--- src/source/iadc_sample_pkg.sv ---
`default_nettype none

package iadc_sample_pkg;

  localparam int SAMPLE_W         = 8;  // bits per adc sample.
  localparam int LANES_PER_CH     = 2;  // even and odd lanes.
  localparam int SAMPLES_PER_WORD = 8;  // samples per adc_clk cycle.

  // slot positions inside one channel of the dual view, msb first.
  localparam int IDX_EVEN_RISE = 3;
  localparam int IDX_ODD_RISE  = 2;
  localparam int IDX_EVEN_FALL = 1;
  localparam int IDX_ODD_FALL  = 0;

  // dual channel view, same bit order as the iddr packing.
  typedef struct packed {
    logic [2*LANES_PER_CH-1:0][SAMPLE_W-1:0] q;  // upper 32 bits.
    logic [2*LANES_PER_CH-1:0][SAMPLE_W-1:0] i;  // lower 32 bits.
  } iadc_dual_t;

  // interleaved view, t[0] is the oldest sample of the cycle.
  typedef struct packed {
    logic [SAMPLES_PER_WORD-1:0][SAMPLE_W-1:0] t;
  } iadc_inter_t;

  typedef union packed {
    iadc_dual_t  dual;
    iadc_inter_t inter;
  } iadc_word_u;

  localparam logic MODE_DUAL        = 1'b0;
  localparam logic MODE_INTERLEAVED = 1'b1;  // single channel, double rate.

endpackage

`default_nettype wire

--- src/source/iadc_ctrl_pkg.sv ---
`default_nettype none

package iadc_ctrl_pkg;

  // adc reset pulse.
  localparam int DDRB_CYCLES = 16;                       // pulse length in adc_clk cycles.
  localparam int DDRB_CNT_W  = $clog2(DDRB_CYCLES + 1);  // fits the full load value.

  // out-of-range monitoring.
  localparam int OOR_CNT_W = 16;  // saturating counter width.
  localparam int OOR_CH    = 2;   // bit 0 is i, bit 1 is q.

endpackage

`default_nettype wire

--- src/source/iadc_ddr_capture.sv ---
`timescale 1ns/1ps
`default_nettype none

module iadc_ddr_capture
  import iadc_sample_pkg::*;
  import iadc_ctrl_pkg::*;
(
  input  wire                adc_clk,
  input  wire                rst,
  input  wire [SAMPLE_W-1:0] data_i_even,
  input  wire [SAMPLE_W-1:0] data_i_odd,
  input  wire [SAMPLE_W-1:0] data_q_even,
  input  wire [SAMPLE_W-1:0] data_q_odd,
  input  wire                outofrange_i,
  input  wire                outofrange_q,
  input  wire                adc_sync,
  output iadc_word_u         cap_word,
  output logic [OOR_CH-1:0]  cap_oor_rise,
  output logic [OOR_CH-1:0]  cap_oor_fall,
  output logic               cap_sync
);

  // lane order is q_even, q_odd, i_even, i_odd from the top.
  logic [2*LANES_PER_CH-1:0][SAMPLE_W-1:0] lane_pins;
  logic [2*LANES_PER_CH-1:0][SAMPLE_W-1:0] lane_rise_q;
  logic [2*LANES_PER_CH-1:0][SAMPLE_W-1:0] lane_rise_r;
  logic [2*LANES_PER_CH-1:0][SAMPLE_W-1:0] lane_fall_q;
  logic [2*LANES_PER_CH-1:0][SAMPLE_W-1:0] lane_fall_r;
  logic [OOR_CH-1:0]                       oor_rise_q;
  logic [OOR_CH-1:0]                       oor_fall_q;
  logic                                    sync_q;

  assign lane_pins = {data_q_even, data_q_odd, data_i_even, data_i_odd};

  // falling edge half of each ddr pin.
  always_ff @(negedge adc_clk) begin
    if (rst) begin
      lane_fall_q <= '0;
      oor_fall_q  <= '0;
    end else begin
      lane_fall_q <= lane_pins;
      oor_fall_q  <= {outofrange_q, outofrange_i};
    end
  end

  // rising edge half, then both halves leave together on the next rising edge.
  always_ff @(posedge adc_clk) begin
    if (rst) begin
      lane_rise_q  <= '0;
      oor_rise_q   <= '0;
      sync_q       <= 1'b0;
      lane_rise_r  <= '0;
      lane_fall_r  <= '0;
      cap_oor_rise <= '0;
      cap_oor_fall <= '0;
      cap_sync     <= 1'b0;
    end else begin
      lane_rise_q  <= lane_pins;
      oor_rise_q   <= {outofrange_q, outofrange_i};
      sync_q       <= adc_sync;
      lane_rise_r  <= lane_rise_q;
      lane_fall_r  <= lane_fall_q;   // re-timed onto the rising edge.
      cap_oor_rise <= oor_rise_q;
      cap_oor_fall <= oor_fall_q;
      cap_sync     <= sync_q;        // same depth as the data.
    end
  end

  // pack as even rise, odd rise, even fall, odd fall per channel.
  always_comb begin
    cap_word.dual.q = {lane_rise_r[3], lane_rise_r[2], lane_fall_r[3], lane_fall_r[2]};
    cap_word.dual.i = {lane_rise_r[1], lane_rise_r[0], lane_fall_r[1], lane_fall_r[0]};
  end

endmodule

`default_nettype wire

--- src/source/iadc_sample_order.sv ---
`timescale 1ns/1ps
`default_nettype none

module iadc_sample_order
  import iadc_sample_pkg::*;
(
  input  wire             adc_clk,
  input  wire             rst,
  input  wire             mode,
  input  wire iadc_word_u cap_word,
  input  wire             cap_sync,
  output iadc_word_u      samples,
  output logic            sync_out
);

  iadc_word_u reordered;

  // in interleaved mode i and q lanes alternate in time.
  always_comb begin
    reordered = cap_word;  // dual mode keeps the capture layout.
    if (mode == MODE_INTERLEAVED) begin
      // rise half first.
      reordered.inter.t[0] = cap_word.dual.i[IDX_EVEN_RISE];
      reordered.inter.t[1] = cap_word.dual.q[IDX_EVEN_RISE];
      reordered.inter.t[2] = cap_word.dual.i[IDX_ODD_RISE];
      reordered.inter.t[3] = cap_word.dual.q[IDX_ODD_RISE];
      // then the fall half.
      reordered.inter.t[4] = cap_word.dual.i[IDX_EVEN_FALL];
      reordered.inter.t[5] = cap_word.dual.q[IDX_EVEN_FALL];
      reordered.inter.t[6] = cap_word.dual.i[IDX_ODD_FALL];
      reordered.inter.t[7] = cap_word.dual.q[IDX_ODD_FALL];
    end
  end

  always_ff @(posedge adc_clk) begin
    if (rst) begin
      samples  <= '0;
      sync_out <= 1'b0;
    end else begin
      samples  <= reordered;
      sync_out <= cap_sync;  // stays with its word.
    end
  end

endmodule

`default_nettype wire

--- src/source/iadc_oor_monitor.sv ---
`timescale 1ns/1ps
`default_nettype none

module iadc_oor_monitor
  import iadc_ctrl_pkg::*;
(
  input  wire                   adc_clk,
  input  wire                   rst,
  input  wire [OOR_CH-1:0]      cap_oor_rise,
  input  wire [OOR_CH-1:0]      cap_oor_fall,
  input  wire                   oor_clear,
  output logic [2*OOR_CH-1:0]   adc_outofrange,
  output logic [OOR_CH-1:0]     oor_sticky,
  output logic [OOR_CNT_W-1:0]  oor_count_i,
  output logic [OOR_CNT_W-1:0]  oor_count_q
);

  logic                             clear_q;
  logic [OOR_CH-1:0]                hit;
  logic [OOR_CH-1:0][OOR_CNT_W-1:0] count;

  // a channel is out of range for the cycle if either half flagged.
  assign hit = cap_oor_rise | cap_oor_fall;

  always_ff @(posedge adc_clk) begin
    if (rst) begin
      clear_q        <= 1'b0;
      adc_outofrange <= '0;
      oor_sticky     <= '0;
      count          <= '0;
    end else begin
      clear_q        <= oor_clear;
      adc_outofrange <= {cap_oor_fall, cap_oor_rise};  // q_fall, i_fall, q_rise, i_rise.
      if (clear_q) begin
        // clear takes priority over any flag this cycle
        oor_sticky <= '0;
        count      <= '0;
      end else begin
        oor_sticky <= oor_sticky | hit;
        for (int ch = 0; ch < OOR_CH; ch++) begin
          if (hit[ch] && (count[ch] != '1)) begin
            count[ch] <= count[ch] + 1'b1;  // saturates at all ones.
          end
        end
      end
    end
  end

  assign oor_count_i = count[0];
  assign oor_count_q = count[1];

endmodule

`default_nettype wire

--- src/source/iadc_ddrb_gen.sv ---
`timescale 1ns/1ps
`default_nettype none

module iadc_ddrb_gen
  import iadc_ctrl_pkg::*;
(
  input  wire  adc_clk,
  input  wire  rst,
  input  wire  ddrb_req,
  output logic adc_ddrb
);

  logic                  req_q;
  logic [DDRB_CNT_W-1:0] remain;

  always_ff @(posedge adc_clk) begin
    if (rst) begin
      req_q  <= 1'b0;
      remain <= '0;
    end else begin
      req_q <= ddrb_req & ~adc_ddrb;  // requests during the pulse are dropped.
      if (remain != '0) begin
        remain <= remain - 1'b1;
      end else if (req_q) begin
        remain <= DDRB_CNT_W'(DDRB_CYCLES);
      end
    end
  end

  // high while cycles are left.
  assign adc_ddrb = (remain != '0);

endmodule

`default_nettype wire

--- src/source/iadc_infrastructure.sv ---
`timescale 1ns/1ps
`default_nettype none

module iadc_infrastructure
  import iadc_sample_pkg::*;
  import iadc_ctrl_pkg::*;
(
  input  wire                  adc_clk,
  input  wire                  rst,
  input  wire [SAMPLE_W-1:0]   data_i_even,
  input  wire [SAMPLE_W-1:0]   data_i_odd,
  input  wire [SAMPLE_W-1:0]   data_q_even,
  input  wire [SAMPLE_W-1:0]   data_q_odd,
  input  wire                  outofrange_i,
  input  wire                  outofrange_q,
  input  wire                  adc_sync,
  input  wire                  mode,
  input  wire                  ddrb_req,
  input  wire                  oor_clear,
  output iadc_word_u           samples,
  output logic                 sync_out,
  output logic [2*OOR_CH-1:0]  adc_outofrange,
  output logic [OOR_CH-1:0]    oor_sticky,
  output logic [OOR_CNT_W-1:0] oor_count_i,
  output logic [OOR_CNT_W-1:0] oor_count_q,
  output logic                 adc_ddrb
);

  iadc_word_u        cap_word;      // dual layout.
  logic              cap_sync;
  logic [OOR_CH-1:0] cap_oor_rise;
  logic [OOR_CH-1:0] cap_oor_fall;

  iadc_ddr_capture u_capture (
    .adc_clk      (adc_clk),
    .rst          (rst),
    .data_i_even  (data_i_even),
    .data_i_odd   (data_i_odd),
    .data_q_even  (data_q_even),
    .data_q_odd   (data_q_odd),
    .outofrange_i (outofrange_i),
    .outofrange_q (outofrange_q),
    .adc_sync     (adc_sync),
    .cap_word     (cap_word),
    .cap_oor_rise (cap_oor_rise),
    .cap_oor_fall (cap_oor_fall),
    .cap_sync     (cap_sync)
  );

  iadc_sample_order u_order (
    .adc_clk  (adc_clk),
    .rst      (rst),
    .mode     (mode),
    .cap_word (cap_word),
    .cap_sync (cap_sync),
    .samples  (samples),
    .sync_out (sync_out)
  );

  iadc_oor_monitor u_oor (
    .adc_clk        (adc_clk),
    .rst            (rst),
    .cap_oor_rise   (cap_oor_rise),
    .cap_oor_fall   (cap_oor_fall),
    .oor_clear      (oor_clear),
    .adc_outofrange (adc_outofrange),
    .oor_sticky     (oor_sticky),
    .oor_count_i    (oor_count_i),
    .oor_count_q    (oor_count_q)
  );

  // reset pulse toward the adc.
  iadc_ddrb_gen u_ddrb (
    .adc_clk  (adc_clk),
    .rst      (rst),
    .ddrb_req (ddrb_req),
    .adc_ddrb (adc_ddrb)
  );

endmodule

`default_nettype wire

--- config.mk ---
export PLATFORM = sky130hd
export DESIGN_NAME = iadc_infrastructure
export DESIGN_NICKNAME = d
export VERILOG_FILES = /design/src/source/iadc_sample_pkg.sv /design/src/source/iadc_ctrl_pkg.sv /design/src/source/iadc_ddr_capture.sv /design/src/source/iadc_sample_order.sv /design/src/source/iadc_oor_monitor.sv /design/src/source/iadc_ddrb_gen.sv /design/src/source/iadc_infrastructure.sv
export SDC_FILE = /design/constraint.sdc
export NUM_CORES = 1
export LEC_CHECK = 0
export BUFFER_PORTS_ARGS = -buffer_cell sky130_fd_sc_hd__buf_2
export CAP_MARGIN = 20
export CORE_ASPECT_RATIO = 0.7
export CORE_UTILIZATION = 54
export DETAILED_ROUTE_END_ITERATION = 12
export HOLD_SLACK_MARGIN = 0.1
export PLACE_DENSITY = 0.82
export SETUP_SLACK_MARGIN = 0.3
export SYNTH_ARGS = -nofsm -noshare
export SYNTH_HDL_FRONTEND = slang
export SYNTH_HIERARCHICAL = 1
export SYNTH_SLANG_ARGS = --single-unit
--- constraint.sdc ---
create_clock -name adc_clk -period 2 [get_ports adc_clk]
set_clock_uncertainty 0.05 [all_clocks]
set_input_delay 0.2 -clock adc_clk [delete_from_list [all_inputs] [get_ports adc_clk]]
set_output_delay 0.2 -clock adc_clk [all_outputs]
set_load 0.02 [all_outputs]
# == Word level (Yosys, flattened, before mapping) ==
# Cells that the tools add are included.
# word_totals
reg_bits,248
in_bits,40
output_inout_bits,104
wordCells,50
# classes
add_sub_neg,3
eq_ne,2
muxes,5
bitwise,4
reduce_logical,5
# ops
operator,n
$mux W64,1
$add A16 B1 Y16 const B,2
$mux W32,1
$ne A16 B16 Y1 const B,2
$mux W5,2
$reduce_bool A5 Y1,1
$sub A5 B1 Y5 const B,1
$or A2 B2 Y2,2
$logic_and A1 B1 Y1,2
$mux W2,1
$reduce_bool A2 Y1,1
$reduce_or A2 Y1,1
$and A1 B1 Y1,1
$not A1 Y1,1

# == Logic depth before layout (Yosys ltp) ==
# Gate-level depths: netlist (run 1).
# logic_depth
word_depth,3
ltp_mapped,6

# == Hierarchy ==
# The synthesis (run 1) kept the hierarchy.
# modules_own_cells
module,n_inst,cells_per_inst,area_each_um2,seq_area_each_um2
iadc_ddr_capture,1,254,3489.6,2762.6
iadc_sample_order,1,191,2183.3,1301.2
iadc_oor_monitor,1,213,1853.0,780.7
iadc_ddrb_gen,1,25,266.5,120.1

==> summary.txt, run 1 <==
outcome - finished clean
kind of critical path - flop to flop
main combinational cell family by area after synthesis - simple AND/OR/NAND/NOR gates
Die W - 145.6 µm
final hold violations - 0
die height - 102.5 µm
Yosys top cell area share - 0.6371
antenna violations before repair - 0
CP Launch Point - u_oor/oor_count_q[15]
Leakage - 4.713 nW
Final TNS setup - 0 ns
multiplexer share of the synthesized area - 0.06423
type of destination of the critical path - flop
first-pass GRT wire length - 27980 µm
Inst Count DP - 999
simple-gate share of the synthesized area - 0.1994
worst-margin pin slew - 0.5862 ns
most frequent cells in the layout - dfxtp_1, buf_2, nor2b_1
diode count - 0
multi-input logic area - 2766 µm²
mean area per synthesized cell - 11.41 µm²
vias in the first global route - 5647
area leader, netlist - dfxtp_1
nets - 980
Synth Area in XOR/XNOR - 0.004496
CTS tree - done
Vias - 5895
total core area - 14010 µm²
FP Rows - 36
Worst VDD drop - 793.9 µV
worst-path maximum fanout - 7
fin worst setup slack - 0.2031 ns
Fillers - 842
syn_nets - 726
Hold Path Class - input port to flop
Reg area - 5030 µm²
CP required - 2.39 ns
clock transition at the registers of the reported paths - 0.07 ns
Starting Density - 0.5563
area grow syn2layout - 35.07%
synthesized flop and latch total - 248
placer congestion estimate - 0.9170
hold slack final - 0.1168 ns
Hold Crit Start - rst
headroom to the max-slew limit - 0.6092
Max Freq - 556.5 MHz
RSZ-0062 raised after global routing - yes
Critical Path Start Type - flop
grt ovf - 0
HPWL Detailed - 10920 µm
Synth area leaders - dfxtp_1, nor2b_1, mux2i_1
final WL - 18440 µm
DR iter-0 viols - 384
crit path DAT - 2.18 ns
Synth async-reset ratio - 0
number of synthesized flops with an enable pin - 0
CTS root buffer - clkbuf_16
Finish-stage setup viols - 0
wire per inst - 16.14 µm
fin. max-slew vios - 0
Skew-Pair Late Insertion Delay - 0.57 ns
adder-cell area share of the yosys netlist - 0.004817
RR Startpoint - u_oor/oor_count_q[15]
max-cap violations - 0
clk buf depth - 3
Via density - 5.157
fin crit period - 1.797 ns
TritonCTS buffer count - 23
Synth Instances - 683
Port Buf Inserts - 143
period utilization - 0.8984
commonest non-fill, non-tap cell in the layout - dfxtp_1
Synth Cell Area - 7792 µm²
Total Routing Usage GR - 0.2347
power per standard cell area - 1038 nW/µm²
layout cells sized above 1 - 0.3022
final non-filler cell total - 1143
Synthesis Warnings - 6
Synth Area in Compound Gates - 0.05700
ANT nets after route - 0
register area share after synthesis - 0.6371
pre-CTS WS - 0.1050 ns
ys flop type - dfxtp_1
die footprint - 14920 µm²
Yosys cell types - 46
DRC viols - 0
I/O Pins - 144
CTS H-tree depth - 1
Pre-antenna DRT Iters - 6
r2r setup slk - 0.20 ns
pin count of the biggest net entering global routing - 49
sinks on the clock net - 248
registers in the layout, indices dropped and copies added (netlist names):
register	flops
u_capture/oor_fall_q	2
u_capture/lane_rise_q	32
u_capture/cap_oor_rise	2
u_order/sync_out	1
u_capture/cap_oor_fall	2
u_capture/cap_word	64
u_oor/clear_q	1
u_order/samples	64
u_oor/oor_count_i	16
u_ddrb/remain	5
u_capture/lane_fall_q	32
u_ddrb/req_q	1
u_oor/oor_sticky	2
u_capture/sync_q	1
u_capture/oor_rise_q	2
u_oor/oor_count_q	16
u_oor/adc_outofrange	4
u_capture/cap_sync	1
Yosys cell counts, types with 3 or more instances:
| cell type | instances |
|---|---|
| a41o_1 | 3 |
| buf_2 | 7 |
| nand4_1 | 7 |
| nand2_1 | 11 |
| or2_2 | 3 |
| or3_1 | 11 |
| nor2b_1 | 127 |
| dfxtp_1 | 248 |
| buf_12 | 3 |
| o21ai_0 | 11 |
| nor4_1 | 4 |
| nor3_1 | 9 |
| or4_1 | 11 |
| nand4_2 | 3 |
| and4_1 | 5 |
| o31ai_1 | 11 |
| a21oi_1 | 20 |
| nor2_1 | 62 |
| and3_1 | 3 |
| a31oi_1 | 3 |
| nand3_1 | 8 |
| inv_1 | 9 |
| o21a_1 | 4 |
| clkbuf_1 | 11 |
| ha_1 | 3 |
| buf_4 | 9 |
| mux2i_1 | 50 |
kinds of logic after synthesis:
family / after synthesis
xor+xnor: 4
mux: 50
compound gates: 66
simple gates: 270
buf+inv: 42
flops: 248
fa+ha+maj: 3
where the power goes:
part	switching (mW)	total, mW	leakage, nW	internal, mW
clock network	1.98	4.71	0.565	2.73
registers	0.113	5.27	2.05	5.16
logic	0.457	0.952	2.09	0.494
worst paths after layout:
kind / cells past startpoint / to
max: 4 / u_oor/oor_count_q[13]
min: 3 / u_capture/cap_word[63]
max reg2reg: 4 / u_oor/oor_count_q[13]
min reg2reg: 1 / u_capture/cap_word[52]
final cells by class:
type                    instances  share of cell area
multi-input cells             393              0.2628
flip-flops and latches        248              0.4779
inverters                       9            0.003210
clock buffers                  29             0.06182
repair buffers                228              0.1466
well taps                     190             0.02259
clock inverters                46             0.02508
critical path: stages, from the launching register on:
cell and delay [ns]:
dfxtp_1 0.47, nand4_1 0.29, or4_4 0.56, a311oi_2 0.24, a41o_1 0.12
per-layer routing:
metal	wire, µm	track usage	share of wire
met4	680	0.08097	0.037
met5	0	0	0
met2	8697	0.3979	0.47
met3	1060	0.04425	0.057
met1	8006	0.3066	0.43
timing repair:
item | in CTS | in global routing
pin swaps | 6 | 7
resized for setup | 22 | 27
hold endpoints to repair | 49 | 0
endpoints found under the setup margin | 20 | 28
hold buffers | 49 | 0
buffers inserted | 12 | 9
through the flow:
| step | cell area, µm² | utilization | total power, mW |
|---|---|---|---|
| after floorplan | 7876 | - | 5.941 |
| after global placement | 8767 | 0.6258 | 6.111 |
| after detailed placement | 8767 | 0.6258 | 6.146 |
| after CTS | 10330 | 0.7378 | 10.91 |
| after global routing | 10530 | 0.7513 | 11.34 |
| final | 10530 | 0.7513 | 10.93 |
(Power assumes the default switching activity.)
==> run 2: changes to the inputs <==
Settings changed: BUFFER_PORTS_ARGS -buffer_cell sky130_fd_sc_hd__buf_2 to -buffer_cell sky130_fd_sc_hd__buf_4.
==> run 2 against run 1 <==
Net effect:
- clock power shrank 5.5%
- non-clock buffer count grew 1
- via count shrank 0.54%
- final area grew 3.1%
- core utilization grew 2.3 points
- maximum frequency is essentially flat
- worst hold slack gained 0.0059 ns
- combinational power grew 11%
- first-iteration DRC count shrank 19%
- largest power group unchanged
==> summary.txt, run 2 (synthesis gave the netlist of run 1 again) <==
Vias - 5863
DRC viols - 0
Port Buf Inserts - 143
Leakage - 4.693 nW
FP Rows - 36
RSZ-0062 raised after global routing - yes
final WL - 18550 µm
total core area - 14010 µm²
layout cells sized above 1 - 0.3050
fin crit period - 1.795 ns
Fillers - 818
die height - 102.5 µm
area grow syn2layout - 39.26%
Hold Path Class - input port to flop
vias in the first global route - 5578
Pre-antenna DRT Iters - 6
kind of critical path - flop to flop
CP required - 2.38 ns
Power Total - 10.77 mW
period utilization - 0.8976
Total Routing Usage GR - 0.2332
most frequent cells in the layout - dfxtp_1, buf_4, nor2b_1
worst-margin pin slew - 0.7102 ns
type of destination of the critical path - flop
TritonCTS buffer count - 22
Max Freq - 557.1 MHz
CTS H-tree depth - 1
antenna violations before repair - 0
max-cap violations - 0
clk buf depth - 3
outcome - finished clean
clock transition at the registers of the reported paths - 0.07 ns
CTS tree - done
commonest non-fill, non-tap cell in the layout - dfxtp_1
Via density - 5.121
first-pass GRT wire length - 27820 µm
Skew-Pair Late Insertion Delay - 0.55 ns
fin. max-slew vios - 0
worst-path maximum fanout - 8
crit path DAT - 2.18 ns
headroom to the max-slew limit - 0.5265
Post-Place Cell Area - 9125 µm²
Finish-stage setup viols - 0
nets - 981
power per standard cell area - 992.5 nW/µm²
CTS root buffer - clkbuf_16
ANT nets after route - 0
grt ovf - 0
Final TNS setup - 0 ns
final hold violations - 0
Worst VDD drop - 767.1 µV
Starting Density - 0.5563
Die W - 145.6 µm
I/O Pins - 144
sinks on the clock net - 248
Final Cell Area - 10850 µm²
pin count of the biggest net entering global routing - 32
HPWL Detailed - 11130 µm
placer congestion estimate - 0.9254
Critical Path Start Type - flop
DR iter-0 viols - 311
wire per inst - 16.20 µm
die footprint - 14920 µm²
[run 2: cell types whose count changed in the layout (fill, tap and decap cells not counted), moves of 3 or more]
cell,previous run,this run
buf_4,31,173
buf_2,141,0
dfxtp_4,9,16
dfxtp_2,25,21
clkinvlp_2,0,4
dfxtp_1,214,211
[run 2: final cells by class]
cell class | count | area (µm²) | area share
sequential | 248 | 5051 | 0.4655
antenna | 1 | 2.502 | 0.0002306
timing repair buffer | 229 | 1892 | 0.1743
tap | 190 | 237.7 | 0.02191
clock buffer | 27 | 600.6 | 0.05534
clock inverter | 47 | 254.0 | 0.02341
inverter | 9 | 36.28 | 0.003344
multi-input combinational | 394 | 2778 | 0.2560
[run 2: path summary, 6_finish.rpt]
path	endpoint	slack [ns]	from	depth (start not counted)
hold / removal	u_capture/cap_word[32]	0.12	rst	3
hold reg to reg	u_order/samples[47]	0.38	u_capture/cap_word[47]	1
setup reg to reg	u_oor/oor_count_q[13]	0.20	u_oor/oor_count_q[8]	4
setup / recovery	u_oor/oor_count_q[13]	0.20	u_oor/oor_count_q[8]	4
[run 2: power breakdown]
group | total [mW] | switching [mW] | internal (mW)
Clock | 4.45 | 1.95 | 2.50
Sequential | 5.27 | 0.117 | 5.15
Combinational | 1.06 | 0.479 | 0.578
[run 2: metrics by stage]
| step | utilization | setup slack (ns) | instances | hold WS [ns] |
|---|---|---|---|---|
| after floorplan | - | 0.2634 | 683 | 0.2216 |
| after global placement | 0.6514 | 0.1263 | 1001 | 0.3654 |
| after detailed placement | 0.6514 | 0.08417 | 1001 | 0.3689 |
| after CTS | 0.7598 | 0.2593 | 1135 | 0.1038 |
| after global routing | 0.7745 | 0.1671 | 1144 | 0.1237 |
| final | 0.7747 | 0.2049 | 1145 | 0.1227 |
[run 2: timing repair]
action,CTS,global route
endpoints found under the hold margin,50,0
pin swaps,5,13
gates resized for setup,24,37
buffers inserted,10,8
endpoints found under the setup margin,21,22
cloned,0,1
hold buffers,51,0
[run 2: metal layers]
| metal | track usage | share of wire | up-vias |
|---|---|---|---|
| met5 | 0 | 0 | - |
| met4 | 0.06154 | 0.023 | 0 |
| met3 | 0.04513 | 0.058 | 46 |
| met2 | 0.4146 | 0.49 | 218 |
| met1 | 0.2960 | 0.43 | 2767 |
| li1 | - | - | 2832 |
[run 2: worst max-delay path: stages (launching register included)]
cell      delay (ns)
dfxtp_2         0.43
nand4_2         0.23
or4_4           0.67
a311oi_2        0.23
a41o_1          0.12
